--- config.mk ---
export PLATFORM = sky130hd
export DESIGN_NAME = ahb_apb_decoder
export DESIGN_NICKNAME = d
export VERILOG_FILES = /design/src/source/ahb_bus_pkg.sv /design/src/source/apb_map_pkg.sv /design/src/source/ahb_transfer_check.sv /design/src/source/ahb_config_regs.sv /design/src/source/ahb_response.sv /design/src/source/ahb_apb_decoder.sv
export VERILOG_INCLUDE_DIRS = /design/src /design/src/include
export SDC_FILE = /design/constraint.sdc
export NUM_CORES = 1
export LEC_CHECK = 0
export BUFFER_PORTS_ARGS = -buffer_cell sky130_fd_sc_hd__buf_2
export CORE_MARGIN = 5
export CORE_UTILIZATION = 65
export CTS_BUF_LIST = sky130_fd_sc_hd__clkbuf_8
export CTS_CLUSTER_SIZE = 16
export DETAILED_ROUTE_END_ITERATION = 8
export PLACE_DENSITY = 0.83
export SYNTH_ARGS = -nofsm -noshare
export SYNTH_HDL_FRONTEND = slang
export SYNTH_SLANG_ARGS = --single-unit
--- constraint.sdc ---
create_clock -name Hclk -period 4.7 [get_ports Hclk]
set_input_delay 0 -clock Hclk [delete_from_list [all_inputs] [get_ports Hclk]]
set_output_delay 0 -clock Hclk [all_outputs]
set_load 0.01 [all_outputs]
--- src/include/ahb_apb_consts.svh ---
`ifndef AHB_APB_CONSTS_SVH
`define AHB_APB_CONSTS_SVH

// bus and address width
`define AHB_DATA_WIDTH 32

// slave windows behind the bridge
`define AHB_SLAVES 4

// config space covers word addresses 0..8
`define CFG_LAST_ADDR 8
`define CFG_WAIT_ADDR 0

// window bases out of reset
`define SLAVE_BASE_RESET_0 32'h8000_0000
`define SLAVE_BASE_RESET_1 32'h8400_0000
`define SLAVE_BASE_RESET_2 32'h8800_0000
`define SLAVE_BASE_RESET_3 32'h8C00_0000

// same span for every window
`define SLAVE_OFFSET_RESET 32'h0000_03FF

// ERROR response length in cycles
`define ERR_RESP_CYCLES 2

`endif

--- src/source/ahb_bus_pkg.sv ---
package ahb_bus_pkg;

        typedef enum logic [1:0]
        {
                IDLE   = 2'b00,
                BUSY   = 2'b01,
                NONSEQ = 2'b10,
                SEQ    = 2'b11
        } htrans_t;

        // 0 = byte ... 7 = 1024 bits
        typedef logic [2:0] hsize_t;

        typedef enum logic [1:0]
        {
                OKAY  = 2'b00,
                ERROR = 2'b10
        } hresp_t;

        typedef enum logic [1:0]
        {
                RESP_IDLE = 2'b00,
                RESP_ERR1 = 2'b01,      // Hreadyout low
                RESP_ERR2 = 2'b10       // Hreadyout high
        } resp_state_t;

endpackage

--- src/source/apb_map_pkg.sv ---
`include "ahb_apb_consts.svh"

package apb_map_pkg;

        typedef logic [`AHB_DATA_WIDTH-1:0] haddr_t;

        typedef logic [`AHB_DATA_WIDTH-1:0] hdata_t;

        // one bit per slave window
        typedef logic [`AHB_SLAVES-1:0] psel_t;

        // wait-time at 0, base/offset pairs at 1..8
        typedef logic [3:0] cfg_index_t;

endpackage

--- src/source/ahb_transfer_check.sv ---
`include "ahb_apb_consts.svh"

module ahb_transfer_check (
        input  logic                    Hclk,
        input  logic                    Hresetn,
        input  ahb_bus_pkg::htrans_t    Htrans,
        input  ahb_bus_pkg::hsize_t     Hsize,
        input  apb_map_pkg::haddr_t     Haddr,
        input  logic                    Hwrite,
        input  logic                    Hreadyin,
        input  logic                    resp_busy,
        output logic                    err_detect,
        output logic                    cfg_wr_pend,
        output logic                    cfg_rd_pend,
        output apb_map_pkg::cfg_index_t cfg_index
);
        import ahb_bus_pkg::*;
        import apb_map_pkg::*;

        htrans_t htrans_prev;
        hsize_t  hsize_prev;
        logic    hwrite_prev;
        logic    seq_ok_prev;           // last beat accepted, SEQ may follow it
        haddr_t  align_mask;
        logic    addr_phase;
        logic    is_cfg;
        logic    misaligned;
        logic    seq_after_idle;
        logic    seq_mismatch;
        logic    oversize;
        logic    any_err;

        assign addr_phase = Hreadyin && (Htrans == NONSEQ || Htrans == SEQ);
        assign is_cfg     = (Haddr <= haddr_t'(`CFG_LAST_ADDR));
        assign align_mask = (haddr_t'(1) << Hsize) - haddr_t'(1);

        // config space is word indexed, so no alignment rule there
        assign misaligned     = !is_cfg && ((Haddr & align_mask) != '0);
        assign seq_after_idle = (Htrans == SEQ) && (htrans_prev == IDLE);
        assign seq_mismatch   = (Htrans == SEQ) && seq_ok_prev &&
                                ((Hsize != hsize_prev) || (Hwrite != hwrite_prev));
        assign oversize       = (32'd8 << Hsize) > `AHB_DATA_WIDTH;

        assign any_err = addr_phase && !resp_busy &&
                         (misaligned || seq_after_idle || seq_mismatch || oversize);

        always_ff @(posedge Hclk or negedge Hresetn)
        begin
                if (!Hresetn)
                begin
                        htrans_prev <= IDLE;
                        hsize_prev  <= '0;
                        hwrite_prev <= 1'b0;
                        seq_ok_prev <= 1'b0;
                        err_detect  <= 1'b0;
                end
                else
                begin
                        err_detect <= any_err;  // single pulse
                        if (Hreadyin)
                        begin
                                htrans_prev <= Htrans;
                                if (addr_phase)
                                begin
                                        hsize_prev  <= Hsize;
                                        hwrite_prev <= Hwrite;
                                        seq_ok_prev <= !any_err;
                                end
                                else if (Htrans == IDLE)
                                        seq_ok_prev <= 1'b0;
                        end
                end
        end

        // data phase bookkeeping for config accesses
        always_ff @(posedge Hclk or negedge Hresetn)
        begin
                if (!Hresetn)
                begin
                        cfg_wr_pend <= 1'b0;
                        cfg_rd_pend <= 1'b0;
                        cfg_index   <= '0;
                end
                else
                begin
                        cfg_wr_pend <= addr_phase && is_cfg && Hwrite;
                        cfg_rd_pend <= addr_phase && is_cfg && !Hwrite;
                        if (addr_phase && is_cfg)
                                cfg_index <= cfg_index_t'(Haddr);
                end
        end

endmodule

--- src/source/ahb_config_regs.sv ---
`include "ahb_apb_consts.svh"

module ahb_config_regs (
        input  logic                    Hclk,
        input  logic                    Hresetn,
        input  ahb_bus_pkg::htrans_t    Htrans,
        input  logic                    Hreadyin,
        input  apb_map_pkg::haddr_t     Haddr,
        input  apb_map_pkg::hdata_t     Hwdata,
        input  ahb_bus_pkg::hresp_t     hresp,
        input  logic                    cfg_wr_pend,
        input  logic                    cfg_rd_pend,
        input  apb_map_pkg::cfg_index_t cfg_index,
        output apb_map_pkg::psel_t      Pselx_out,
        output apb_map_pkg::hdata_t     config_reg_data,
        output logic                    time_out
);
        import ahb_bus_pkg::*;
        import apb_map_pkg::*;

        localparam int NUM_REGS = `CFG_LAST_ADDR + 1;

        localparam hdata_t BASE_RESET [`AHB_SLAVES] = '{
                `SLAVE_BASE_RESET_0,
                `SLAVE_BASE_RESET_1,
                `SLAVE_BASE_RESET_2,
                `SLAVE_BASE_RESET_3
        };

        hdata_t cfg_regs [NUM_REGS];
        hdata_t wait_count;
        logic   [`AHB_DATA_WIDTH:0] win_end [`AHB_SLAVES];     // extra bit, no wrap
        logic   wr_en;

        // data phase of a config write, dropped on stall or ERROR
        assign wr_en = cfg_wr_pend && Hreadyin && (hresp == OKAY);

        always_ff @(posedge Hclk or negedge Hresetn)
        begin
                if (!Hresetn)
                begin
                        for (int i = 0; i < NUM_REGS; i++)
                        begin
                                if (i == `CFG_WAIT_ADDR)
                                        cfg_regs[i] <= '0;
                                else if (i % 2 == 1)
                                        cfg_regs[i] <= BASE_RESET[(i - 1) / 2];   // odd = base
                                else
                                        cfg_regs[i] <= `SLAVE_OFFSET_RESET;
                        end
                end
                else if (wr_en)
                        cfg_regs[cfg_index] <= Hwdata;
        end

        // read data held until the next config read
        always_ff @(posedge Hclk or negedge Hresetn)
        begin
                if (!Hresetn)
                        config_reg_data <= '0;
                else if (cfg_rd_pend)
                        config_reg_data <= cfg_regs[cfg_index];
        end

        // window s: base at 2s+1, offset at 2s+2
        always_comb
        begin
                for (int s = 0; s < `AHB_SLAVES; s++)
                begin
                        win_end[s]   = {1'b0, cfg_regs[2*s+1]} + {1'b0, cfg_regs[2*s+2]};
                        Pselx_out[s] = (Haddr >= cfg_regs[2*s+1]) &&
                                       ({1'b0, Haddr} < win_end[s]);
                end
        end

        // consecutive BUSY beats against the wait-time register
        always_ff @(posedge Hclk or negedge Hresetn)
        begin
                if (!Hresetn)
                begin
                        wait_count <= '0;
                        time_out   <= 1'b0;
                end
                else if (Hreadyin && (Htrans == BUSY))
                begin
                        wait_count <= wait_count + 1'b1;
                        time_out   <= (wait_count == cfg_regs[`CFG_WAIT_ADDR]);
                end
                else
                begin
                        wait_count <= '0;
                        time_out   <= 1'b0;
                end
        end

endmodule

--- src/source/ahb_response.sv ---
`include "ahb_apb_consts.svh"

module ahb_response (
        input  logic                    Hclk,
        input  logic                    Hresetn,
        input  ahb_bus_pkg::htrans_t    Htrans,
        input  apb_map_pkg::haddr_t     Haddr,
        input  logic                    Hwrite,
        input  logic                    Hreadyin,
        input  logic                    Hreadyout_in,
        input  logic                    err_detect,
        output ahb_bus_pkg::hresp_t     Hresp,
        output logic                    Hreadyout,
        output logic                    valid,
        output logic                    resp_busy
);
        import ahb_bus_pkg::*;
        import apb_map_pkg::*;

        resp_state_t state;
        resp_state_t next_state;
        logic        cfg_write;

        always_ff @(posedge Hclk or negedge Hresetn)
        begin
                if (!Hresetn)
                        state <= RESP_IDLE;
                else
                        state <= next_state;
        end

        // two cycle ERROR, no new error accepted until it is done
        always_comb
        begin
                case (state)
                        RESP_IDLE: next_state = err_detect ? RESP_ERR1 : RESP_IDLE;
                        RESP_ERR1: next_state = RESP_ERR2;
                        default:   next_state = RESP_IDLE;
                endcase
        end

        assign Hresp     = (state == RESP_IDLE) ? OKAY : ERROR;
        assign resp_busy = (state != RESP_IDLE) || err_detect;     // pending error counts too

        assign cfg_write = Hwrite && (Haddr <= haddr_t'(`CFG_LAST_ADDR));

        always_comb
        begin
                if (Hresp == OKAY)
                        Hreadyout = cfg_write ? 1'b1 : Hreadyout_in;   // config writes never stall
                else
                        Hreadyout = (state == RESP_ERR2);
        end

        assign valid = Hreadyin && (Hresp == OKAY) &&
                       (Htrans == NONSEQ || Htrans == SEQ) && !cfg_write;

endmodule

--- src/source/ahb_apb_decoder.sv ---
module ahb_apb_decoder (
        input  logic                    Hclk,
        input  logic                    Hresetn,
        input  ahb_bus_pkg::htrans_t    Htrans,
        input  ahb_bus_pkg::hsize_t     Hsize,
        input  logic                    Hreadyin,
        input  apb_map_pkg::hdata_t     Hwdata,
        input  apb_map_pkg::haddr_t     Haddr,
        input  logic                    Hwrite,
        input  logic                    Hreadyout_in,
        output ahb_bus_pkg::hresp_t     Hresp,
        output logic                    Hreadyout,
        output apb_map_pkg::psel_t      Pselx_out,
        output logic                    valid,
        output apb_map_pkg::hdata_t     config_reg_data,
        output logic                    time_out
);
        logic                    err_detect;
        logic                    cfg_wr_pend;
        logic                    cfg_rd_pend;
        apb_map_pkg::cfg_index_t cfg_index;
        logic                    resp_busy;

        ahb_transfer_check u_check (
                .Hclk        (Hclk),
                .Hresetn     (Hresetn),
                .Htrans      (Htrans),
                .Hsize       (Hsize),
                .Haddr       (Haddr),
                .Hwrite      (Hwrite),
                .Hreadyin    (Hreadyin),
                .resp_busy   (resp_busy),
                .err_detect  (err_detect),
                .cfg_wr_pend (cfg_wr_pend),
                .cfg_rd_pend (cfg_rd_pend),
                .cfg_index   (cfg_index)
        );

        ahb_config_regs u_regs (
                .Hclk            (Hclk),
                .Hresetn         (Hresetn),
                .Htrans          (Htrans),
                .Hreadyin        (Hreadyin),
                .Haddr           (Haddr),
                .Hwdata          (Hwdata),
                .hresp           (Hresp),
                .cfg_wr_pend     (cfg_wr_pend),
                .cfg_rd_pend     (cfg_rd_pend),
                .cfg_index       (cfg_index),
                .Pselx_out       (Pselx_out),
                .config_reg_data (config_reg_data),
                .time_out        (time_out)
        );

        ahb_response u_resp (
                .Hclk         (Hclk),
                .Hresetn      (Hresetn),
                .Htrans       (Htrans),
                .Haddr        (Haddr),
                .Hwrite       (Hwrite),
                .Hreadyin     (Hreadyin),
                .Hreadyout_in (Hreadyout_in),
                .err_detect   (err_detect),
                .Hresp        (Hresp),
                .Hreadyout    (Hreadyout),
                .valid        (valid),
                .resp_busy    (resp_busy)
        );

endmodule

Word level (Yosys, flattened, before mapping)
Index checks and enable logic that the tools add are counted.
{"block": "classes", "mux": 15, "bitwise": 2, "n_addsub": 6, "eq_ne": 8, "order_cmp": 12, "multipliers": 0, "reduce_logical": 42, "n_shift": 2, "n_div": 0}
{"op": "$bwmux 288", "count": 1}
{"op": "$add 32x32->33", "count": 4}
{"op": "$lt 32x33->1", "count": 4}
{"op": "$bmux 32 s4", "count": 1}
{"op": "$demux 32 s4", "count": 1}
{"op": "$ge 32x32->1", "count": 4}
{"op": "$mux 32", "count": 4}
{"op": "$add 32x1->32 const B", "count": 1}
{"op": "$and 32x32->32", "count": 1}
{"op": "$eq 32x32->1", "count": 1}
{"op": "$gt 32x6->1 const B", "count": 1}
{"op": "$le 32x4->1 const B", "count": 1}
{"op": "$reduce_bool 32->1", "count": 1}
{"op": "$shl 1x3->32 const A", "count": 1}
{"op": "$shl 4x3->32 const A", "count": 1}
{"op": "$sub 32x1->32 const B", "count": 1}
{"op": "$logic_and 1x1->1", "count": 22}
{"op": "$logic_not 2->1", "count": 4}
{"op": "$eq 2x2->1 const B", "count": 3}
{"op": "$logic_or 1x1->1", "count": 6}
{"op": "$mux 1", "count": 6}
{"op": "$ge 5x5->1 const B", "count": 1}
{"op": "$logic_not 1->1", "count": 5}
{"op": "$lt 5x1->1 const B", "count": 1}
{"op": "8 further kinds", "count": 11}
{"block": "totals", "ramBits": 0, "input_bits": 74, "elab_cells": 108, "latchBits": 0, "regBits": 369, "rom_bits": 0, "output_inout_bits": 41, "mem_count": 0}

Depth between registers and ports, before layout
Gate-level depths: netlist of run 1.
{"block": "logic_depth", "ltp_word": 11, "mapped_depth": 20, "mapped_depth_nobuf": 20}

By module
A second synthesis of run 1 with hierarchy kept.
{"block": "unflattened", "hier_cells": 2943, "area_unflattened_um2": 28740.1}
{"mod": "ahb_config_regs", "seq_area_each_um2": 8893.5, "cells_per_inst": 2830, "area_per_inst_um2": 27670.3, "n_inst": 1}
{"mod": "ahb_transfer_check", "seq_area_each_um2": 350.3, "cells_per_inst": 88, "area_per_inst_um2": 863.3, "n_inst": 1}
{"mod": "ahb_response", "seq_area_each_um2": 50.0, "cells_per_inst": 25, "area_per_inst_um2": 206.4, "n_inst": 1}

Least setup slack after synthesis of run 1
Ideal clock, no wire load.
{"block": "synth_path", "kind": "reg2out", "start": "register u_regs.cfg_regs[96] in the netlist's numbering", "end": "output Pselx_out[2]", "slack_ns": 0.524, "arrival_ns": 4.176, "path_stages_with_launch": 21, "path_buffers": 0, "cell_sequence": "dfrtp_1 -> ha_1 -> fa_1 -> a21oi_1 -> o21ai_0 -> a21oi_1 -> a211o_1 -> nand2_1 -> a21oi_1 -> o21bai_2 -> mux2i_1 -> a2111oi_0 -> ha_1 -> a21o_1 -> a21o_1 -> a21oi_1 -> o211ai_1 -> a221o_1 -> nor4bb_1 -> a211oi_1 -> a21oi_1"}
{"block": "synth_via", "elab_chain_cells": 3, "word_cells_on_any_way": 4, "classes_between": "1 x add/sub; 2 x order compare; 1 x reduce/logical"}
{"item": "start: declaration", "line_no": "ahb_config_regs.sv:30", "text": "hdata_t cfg_regs [NUM_REGS];"}
{"item": "start signal: indexed assignment", "line_no": "ahb_config_regs.sv:47", "text": "cfg_regs[i] <= BASE_RESET[(i - 1) / 2];"}
{"item": "start signal: indexed assignment", "line_no": "ahb_config_regs.sv:49", "text": "cfg_regs[i] <= `SLAVE_OFFSET_RESET;"}
{"item": "start signal: indexed assignment", "line_no": "ahb_config_regs.sv:53", "text": "cfg_regs[cfg_index] <= Hwdata;"}
{"item": "$add 32x32->33", "line_no": "ahb_config_regs.sv:70", "text": "win_end[s] = {1'b0, cfg_regs[2*s+1]} + {1'b0, cfg_regs[2*s+2]};"}
{"item": "$lt 32x33->1", "line_no": "ahb_config_regs.sv:72", "text": "({1'b0, Haddr} < win_end[s]);"}
{"item": "$logic_and 1x1->1 (*)", "line_no": "ahb_config_regs.sv:71", "text": "Pselx_out[s] = (Haddr >= cfg_regs[2*s+1]) &&"}
{"item": "end: declaration", "line_no": "ahb_apb_decoder.sv:13", "text": "output apb_map_pkg::psel_t Pselx_out,"}
Every way passes the cells marked *; elsewhere a longest branch is shown, timed or not.

Worst setup path in the final report of run 1
{"block": "layout_path", "start": "register u_regs.cfg_regs[225] in the netlist's numbering", "end": "output Pselx_out[0]"}
The elaborated chain is that of the path after synthesis.

==> run_results.csv, run 1 <==
group,metric,value,unit
outcome,status,"finished with violations",
outcome,violations,"setup timing",
timing,worstMarginPinSlew,1.31,ns
drt,ant_nets,0,
critical_path,criticalPathCategory,"flop to output pin",
final_layout,final_cell_mix,"ha_1, dfrtp_1, mux2_2, a21oi_1, inv_1",
placed_design,dp_hpwl,70.9,mm
critical_path,critPathCaptureType,"output pin",
power_and_ir_drop,power.total,6.77,mW
synth,netlist_instances,2798,
synth,synth_edf_count,0,
final_layout,final_area,33000,µm²
power_and_ir_drop,vdd_ir_drop_max,219,µV
clocking,path_clk_slew,0.06,ns
synth,synth_cell_types,80,
critical_path,cp.arrival,5.20,ns
timing,tns,-1.71,ns
global_routing,antenna_found_initial,3,
drt,drcViolationCount,0,
global_routing,track_usage,39.8,%
clocking,cts_tree,"built",
final_layout,stdcell_count,3709,
timing,report.final.slew_viol_count,0,
timing,layout_setup_ws,-0.502,ns
timing,skew,0.0466,ns
final_layout,drive_gt1_share,26.9,%
drt,dr.max_layer_used,"met5",
final_layout,fill_cells,2842,
global_routing,grt_pass1_vias,25400,
synth,ys_seq_elements,369,
timing,hold_viol_final,0,
placed_design,postPlaceCellArea,30400,µm²
timing,period_minus_slack,5.20,ns
critical_path,cpLargestDelayFamily,"compound AO/OA/AOI/OAI gates",
power_and_ir_drop,power.leakage,16.1,nW
drt,vias,25100,
global_routing,grt_max_degree,124,
synth,synthesis.area_per_instance,10.2,µm²
floorplanning,rows,76,
clocking,cts.sink_count,369,
drt,wl_met1,37.3,mm
floorplanning,io_pins,115,
critical_path,cp_data_required_time,4.70,ns
global_routing,grt_pass1_wl,147,mm
floorplanning,die-area,48200,µm²
critical_path,cpPeakStageDelay,0.44,ns
critical_path,worstPathCellList,"buf_4 -> ha_1 -> a211oi_1 -> nor2_1 -> o31a_1 -> a21oi_1 -> buf_4 -> nor2_1 -> o21ai_0 -> nand2b_1 -> a21oi_1 -> xor2_1 -> ha_1 -> a21o_1 -> a21o_1 -> a21oi_1 -> o211ai_1 -> a211oi_2 -> a31oi_2 -> a22oi_1 -> buf_4 -> buf_2",
flow_run,cap_violations,0,
critical_path,cp_slowest_cell,"dfrtp_1",
timing,grt_setup_unrepaired,"true",
timing,fmax,0.192,GHz
clocking,h-tree-depth,2,
placed_design,post-place-cells,3516,
placed_design,gp_congestion,1.01,
synth,yosys_warnings,0,
floorplanning,die_h,219,µm
final_layout,register_area,9310,µm²
final_layout,multi_input_area,18900,µm²
drt,wl_met3,11.0,mm
synth,synth_fp_nets,3259,
synth,synth_area,28500,µm²
floorplanning,initial_core_util,65.9,%
final_layout,final_nets,3534,
synth,synthArstFlopShare,100,%
timing,min_period_over_period,111,%
drt,drt-total-wl,97.9,mm
min_path,worst_hold_path_type,"input port to flop",
clocking,clock_latency,0.71,ns
clocking,cts-root-buf,"clkbuf_8",
clocking,cts_made_buffers,60,
clocking,cts.path.max_buffers,3,
critical_path,crit_path_start_kind,"flop",
drt,drt_iter0_markers,2638,
global_routing,grt_overflow_total,0,
drt,route.met2.wl,43.8,mm
final_layout,synthToLayoutAreaGrowth,15.7,%
critical_path,path_max_fanout,5,
floorplanning,core_region_area,43300,µm²
critical_path,critPathBufInv,4,
power_and_ir_drop,power_density,205,nW/µm²
timing,setup_viol,4,
floorplanning,die_x,219,µm
final_layout,final_common_cell,"ha_1",
drt,wl_per_cell,26.4,µm
drt,vias_per_cell,6.77,
drt,firstDrtPassIters,8,
placed_design,io_buffers,113,
timing,slew_headroom,12.4,%
synth,synth_flop_cell,"dfrtp_1",
synth,synth_seq_area_share,32.6,%
placed_design,pre_cts_slack,-0.0926,ns
## worst reg2reg max path: stages (launching register included)
cell	delay [ns]
dfrtp_1	0.81
nor3b_1	0.57
nand2_2	0.85
mux2_2	0.62
## cell usage after synthesis (15+ instances only)
cell type | instances | share of area, %
nand3_1 | 49 | 0.86
xor2_1 | 77 | 2.4
a21oi_1 | 233 | 4.1
or3_1 | 16 | 0.35
nor4_1 | 17 | 0.37
o21a_1 | 23 | 0.61
mux4_2 | 64 | 5.1
mux2_2 | 265 | 10
dfrtp_1 | 321 | 28
and3_1 | 23 | 0.50
nand4_1 | 50 | 1.1
nor3_1 | 31 | 0.54
mux2i_1 | 35 | 1.2
a211oi_1 | 17 | 0.45
nor2_1 | 172 | 2.3
o21ai_0 | 114 | 2.0
nor2b_1 | 29 | 0.64
buf_1 | 32 | 0.42
nand2b_1 | 23 | 0.50
a21o_1 | 151 | 4.0
xnor2_1 | 89 | 2.7
dfstp_2 | 48 | 4.4
ha_1 | 383 | 17
clkbuf_1 | 44 | 0.58
inv_1 | 176 | 2.3
nand2_1 | 127 | 1.7
o21bai_1 | 15 | 0.39
## cell type report
type,count,area share [%]
sequential,369,28.2
inverter,176,2.00
multi-input combinational,2169,57.1
clock buffer,75,3.13
antenna,1,0.00758
tap,585,2.22
timing repair buffer,297,6.61
clock inverter,37,0.709
## state kept, by name, summed over array words and instances (netlist names)
| name | cells |
|---|---|
| u_check.cfg_index | 4 |
| u_check.cfg_rd_pend | 1 |
| u_check.cfg_wr_pend | 1 |
| u_check.err_detect | 1 |
| u_check.hsize_prev | 3 |
| u_check.htrans_prev | 2 |
| u_check.hwrite_prev | 1 |
| u_check.seq_ok_prev | 1 |
| u_regs.cfg_regs | 288 |
| u_regs.config_reg_data | 32 |
| u_regs.time_out | 1 |
| u_regs.wait_count | 32 |
| u_resp.state | 2 |
## cell families after synthesis
group,count (synthesis),share of synthesized area [%]
adders and majority gates,387,17.1
other,1,0.0131
and+or+nand+nor,576,9.84
muxes,364,16.7
DFF,369,32.6
buffers and inverters,260,3.47
AOI/OAI and AO/OA,675,15.2
xor gates and xnor gates,166,5.10
## through the flow
stage               utilization, %  hold slack (ns)
global route                  76.3            0.194
detailed placement            70.2            0.117
global placement              70.2            0.109
floorplan                        -           -0.296
CTS                           75.3            0.124
finish                        76.3            0.175
## final timing paths
check / start / end / slack [ns] / cells past startpoint
worst max-delay path: u_regs.cfg_regs[225] / Pselx_out[0] / -0.50 / 22
min in group asynchronous: Hresetn / u_regs.cfg_regs[12] / 0.43 / 3
worst max register to register: u_check.cfg_index[3] / u_regs.cfg_regs[108] / 1.68 / 3
max in group asynchronous: Hresetn / u_regs.cfg_regs[22] / 3.16 / 4
worst min register to register: u_resp.state[1] / u_resp.state[1] / 0.47 / 1
worst min-delay path: Hwrite / u_check.hwrite_prev / 0.18 / 3
## repair_timing
| action | 4_1_cts | 5_1_grt |
|---|---|---|
| buffers inserted | 23 | 11 |
| resized for setup | 66 | 69 |
| setup endpoints to repair | 4 | 4 |
| hold buffers | 49 | 0 |
| endpoints found under the hold margin | 511 | 0 |
| pin swaps | 55 | 58 |
## power breakdown
group / internal, mW / total (mW) / switching (mW) / leakage [nW]
clock network: 1.56 / 2.97 / 1.42 / 0.736
registers: 3.19 / 3.20 / 0.00761 / 4.81
logic: 0.216 / 0.598 / 0.383 / 10.6
total: 4.96 / 6.77 / 1.81 / 16.1
## metal layers
layer	global-route usage, %	vias up
li1	-	10900
met1	51.4	12400
met2	61.1	1499
met3	11.7	367
met4	20.7	2
met5	0	-
Power figures use the tool's default switching activity.
==> run 2, diff against run 1 <==
==> constraint.sdc (replaced) <==
create_clock -name Hclk -period 4.7 [get_ports Hclk]
set_input_delay 0.235 -clock Hclk [delete_from_list [all_inputs] [get_ports Hclk]]
set_output_delay 0.235 -clock Hclk [all_outputs]
set_load 0.01 [all_outputs]
==> run_results.csv, run 2 (synthesized netlist as in run 1, its figures left out) <==
group,metric,value,unit
critical_path,cp_data_required_time,4.47,ns
global_routing,grt_overflow_total,0,
final_layout,drive_gt1_share,28.8,%
final_layout,final_area,33500,µm²
drt,drt-total-wl,99.0,mm
timing,setup_viol,4,
final_layout,final_cell_mix,"ha_1, dfrtp_1, mux2_2, a21oi_1, inv_1",
critical_path,crit_path_start_kind,"flop",
drt,vias_per_cell,6.91,
critical_path,critPathBufInv,3,
placed_design,dp_hpwl,69.5,mm
clocking,cts_tree,"built",
placed_design,gp_congestion,1.07,
floorplanning,initial_core_util,65.9,%
global_routing,antenna_found_initial,2,
drt,drcViolationCount,0,
outcome,violations,"setup timing",
drt,drt_iter0_markers,3148,
floorplanning,die-area,48200,µm²
power_and_ir_drop,power_density,210,nW/µm²
placed_design,postPlaceCellArea,30700,µm²
clocking,cts.sink_count,369,
critical_path,critPathCaptureType,"output pin",
drt,vias,26100,
timing,tns,-2.85,ns
critical_path,cp.arrival,5.29,ns
critical_path,crit_path_frequent_cell,"a21oi_2",
timing,report.final.slew_viol_count,0,
power_and_ir_drop,power.leakage,16.4,nW
clocking,cts-root-buf,"clkbuf_8",
timing,worstMarginPinSlew,1.24,ns
clocking,cts_made_buffers,67,
timing,min_period_over_period,118,%
critical_path,cp_slowest_cell,"fa_2",
clocking,clock_latency,0.67,ns
critical_path,criticalPathCategory,"flop to output pin",
drt,ant_nets,0,
global_routing,grt_max_degree,123,
placed_design,io_buffers,113,
timing,hold_viol_final,0,
min_path,worst_hold_path_type,"input port to flop",
global_routing,grt_pass1_vias,26400,
timing,skew,0.0218,ns
floorplanning,die_h,219,µm
critical_path,cpLargestDelayFamily,"compound AO/OA/AOI/OAI gates",
timing,grt_setup_unrepaired,"true",
flow_run,cap_violations,0,
power_and_ir_drop,vdd_ir_drop_max,280,µV
drt,wl_per_cell,26.2,µm
floorplanning,core_region_area,43300,µm²
clocking,cts.path.max_buffers,3,
outcome,status,"finished with violations",
final_layout,largestRegisters,"u_regs.cfg_regs (288), u_regs.config_reg_data (32), u_regs.wait_count (32)",
power_and_ir_drop,power.total,7.04,mW
timing,period_minus_slack,5.53,ns
floorplanning,io_pins,115,
floorplanning,rows,76,
final_layout,final_common_cell,"ha_1",
global_routing,track_usage,39.9,%
timing,layout_setup_ws,-0.826,ns
clocking,path_clk_slew,0.06,ns
floorplanning,die_x,219,µm
drt,firstDrtPassIters,8,
final_layout,synthToLayoutAreaGrowth,17.5,%
critical_path,cpPeakStageDelay,0.42,ns
final_layout,largest_reg_flops,288,
critical_path,worstPathCellList,"buf_4 -> fa_2 -> a21oi_4 -> o21ai_2 -> a21oi_2 -> a211o_1 -> nand2_2 -> a21oi_2 -> o21bai_2 -> mux2i_1 -> a2111oi_2 -> ha_1 -> a21o_1 -> a21o_1 -> a21oi_2 -> o211ai_1 -> a221o_1 -> nor4bb_4 -> a211oi_2 -> a21oi_1 -> buf_4 -> buf_6",
clocking,h-tree-depth,3,
critical_path,path_max_fanout,3,
timing,fmax,0.181,GHz
timing,slew_headroom,17.3,%
final_layout,regMostFlops,"u_regs.cfg_regs",
final_layout,final_nets,3591,
global_routing,grt_pass1_wl,148,mm
==> run 2: changes by cell type in the layout (fill, tap and decap cells not counted), sizes merged <==
cell,delta
buf,+55
clkinvlp,+2
clkinv,-1
diode,+1
clkbuf,+11
dlygate4sd3,-5
==> run 2: worst paths after layout <==
kind / endpoint / slack, ns / depth (start not counted) / startpoint
max: Pselx_out[2] / -0.83 / 22 / u_regs.cfg_regs[65]
min: u_check.cfg_index[1] / 0.11 / 2 / Haddr[1]
max reg2reg: u_regs.time_out / 1.67 / 6 / u_regs.cfg_regs[268]
min reg2reg: u_check.err_detect / 0.46 / 1 / u_check.err_detect
max in group asynchronous: u_regs.wait_count[16] / 3.37 / 3 / Hresetn
min in group asynchronous: u_regs.cfg_regs[167] / 0.18 / 2 / Hresetn
==> run 2: timing repair <==
| item | in CTS | in global routing |
|---|---|---|
| gates resized for setup | 65 | 75 |
| endpoints found under the setup margin | 4 | 4 |
| hold buffers | 43 | 0 |
| setup buffers | 17 | 18 |
| endpoints found under the hold margin | 372 | 0 |
| pin swaps | 67 | 96 |
==> run 2: metal layers <==
layer	GRT usage, %	vias to the layer above	routed length [µm]
met2	62.2	1840	44200
met5	0	-	13
met1	50.4	12800	36000
met3	10.3	484	11700
met4	23.9	2	7050
li1	-	11000	-
==> run 2: cell type report <==
cell class                 count  area (µm²)
inverter                     176         661
multi-input combinational   2169       18900
timing repair buffer         347        2480
fill                        2655        9750
clock buffer                  86        1180
antenna                        2        5.00
tap                          585         732
clock inverter                38         230
sequential                   369        9300
==> run 2: stage by stage <==
| stage | worst slack (ns) | util [%] | instances | hold slack [ns] |
|---|---|---|---|---|
| 4_1_cts | -0.765 | 76.2 | 3753 | 0.0690 |
| 2_1_floorplan | 0.289 | - | 2798 | -0.0606 |
| 6_report | -0.826 | 77.5 | 3772 | 0.111 |
| 3_5_place_dp | -0.322 | 71.0 | 3569 | 0.276 |
| 3_3_place_gp | -0.204 | 71.0 | 3569 | 0.275 |
| 5_1_grt | -0.957 | 77.5 | 3770 | 0.110 |
==> run 2: power by group <==
group / switching (mW) / internal, mW / leakage [nW]
clock: 1.48 / 1.76 / 0.805
sequential: 0.00871 / 3.19 / 4.81
combinational: 0.383 / 0.212 / 10.8
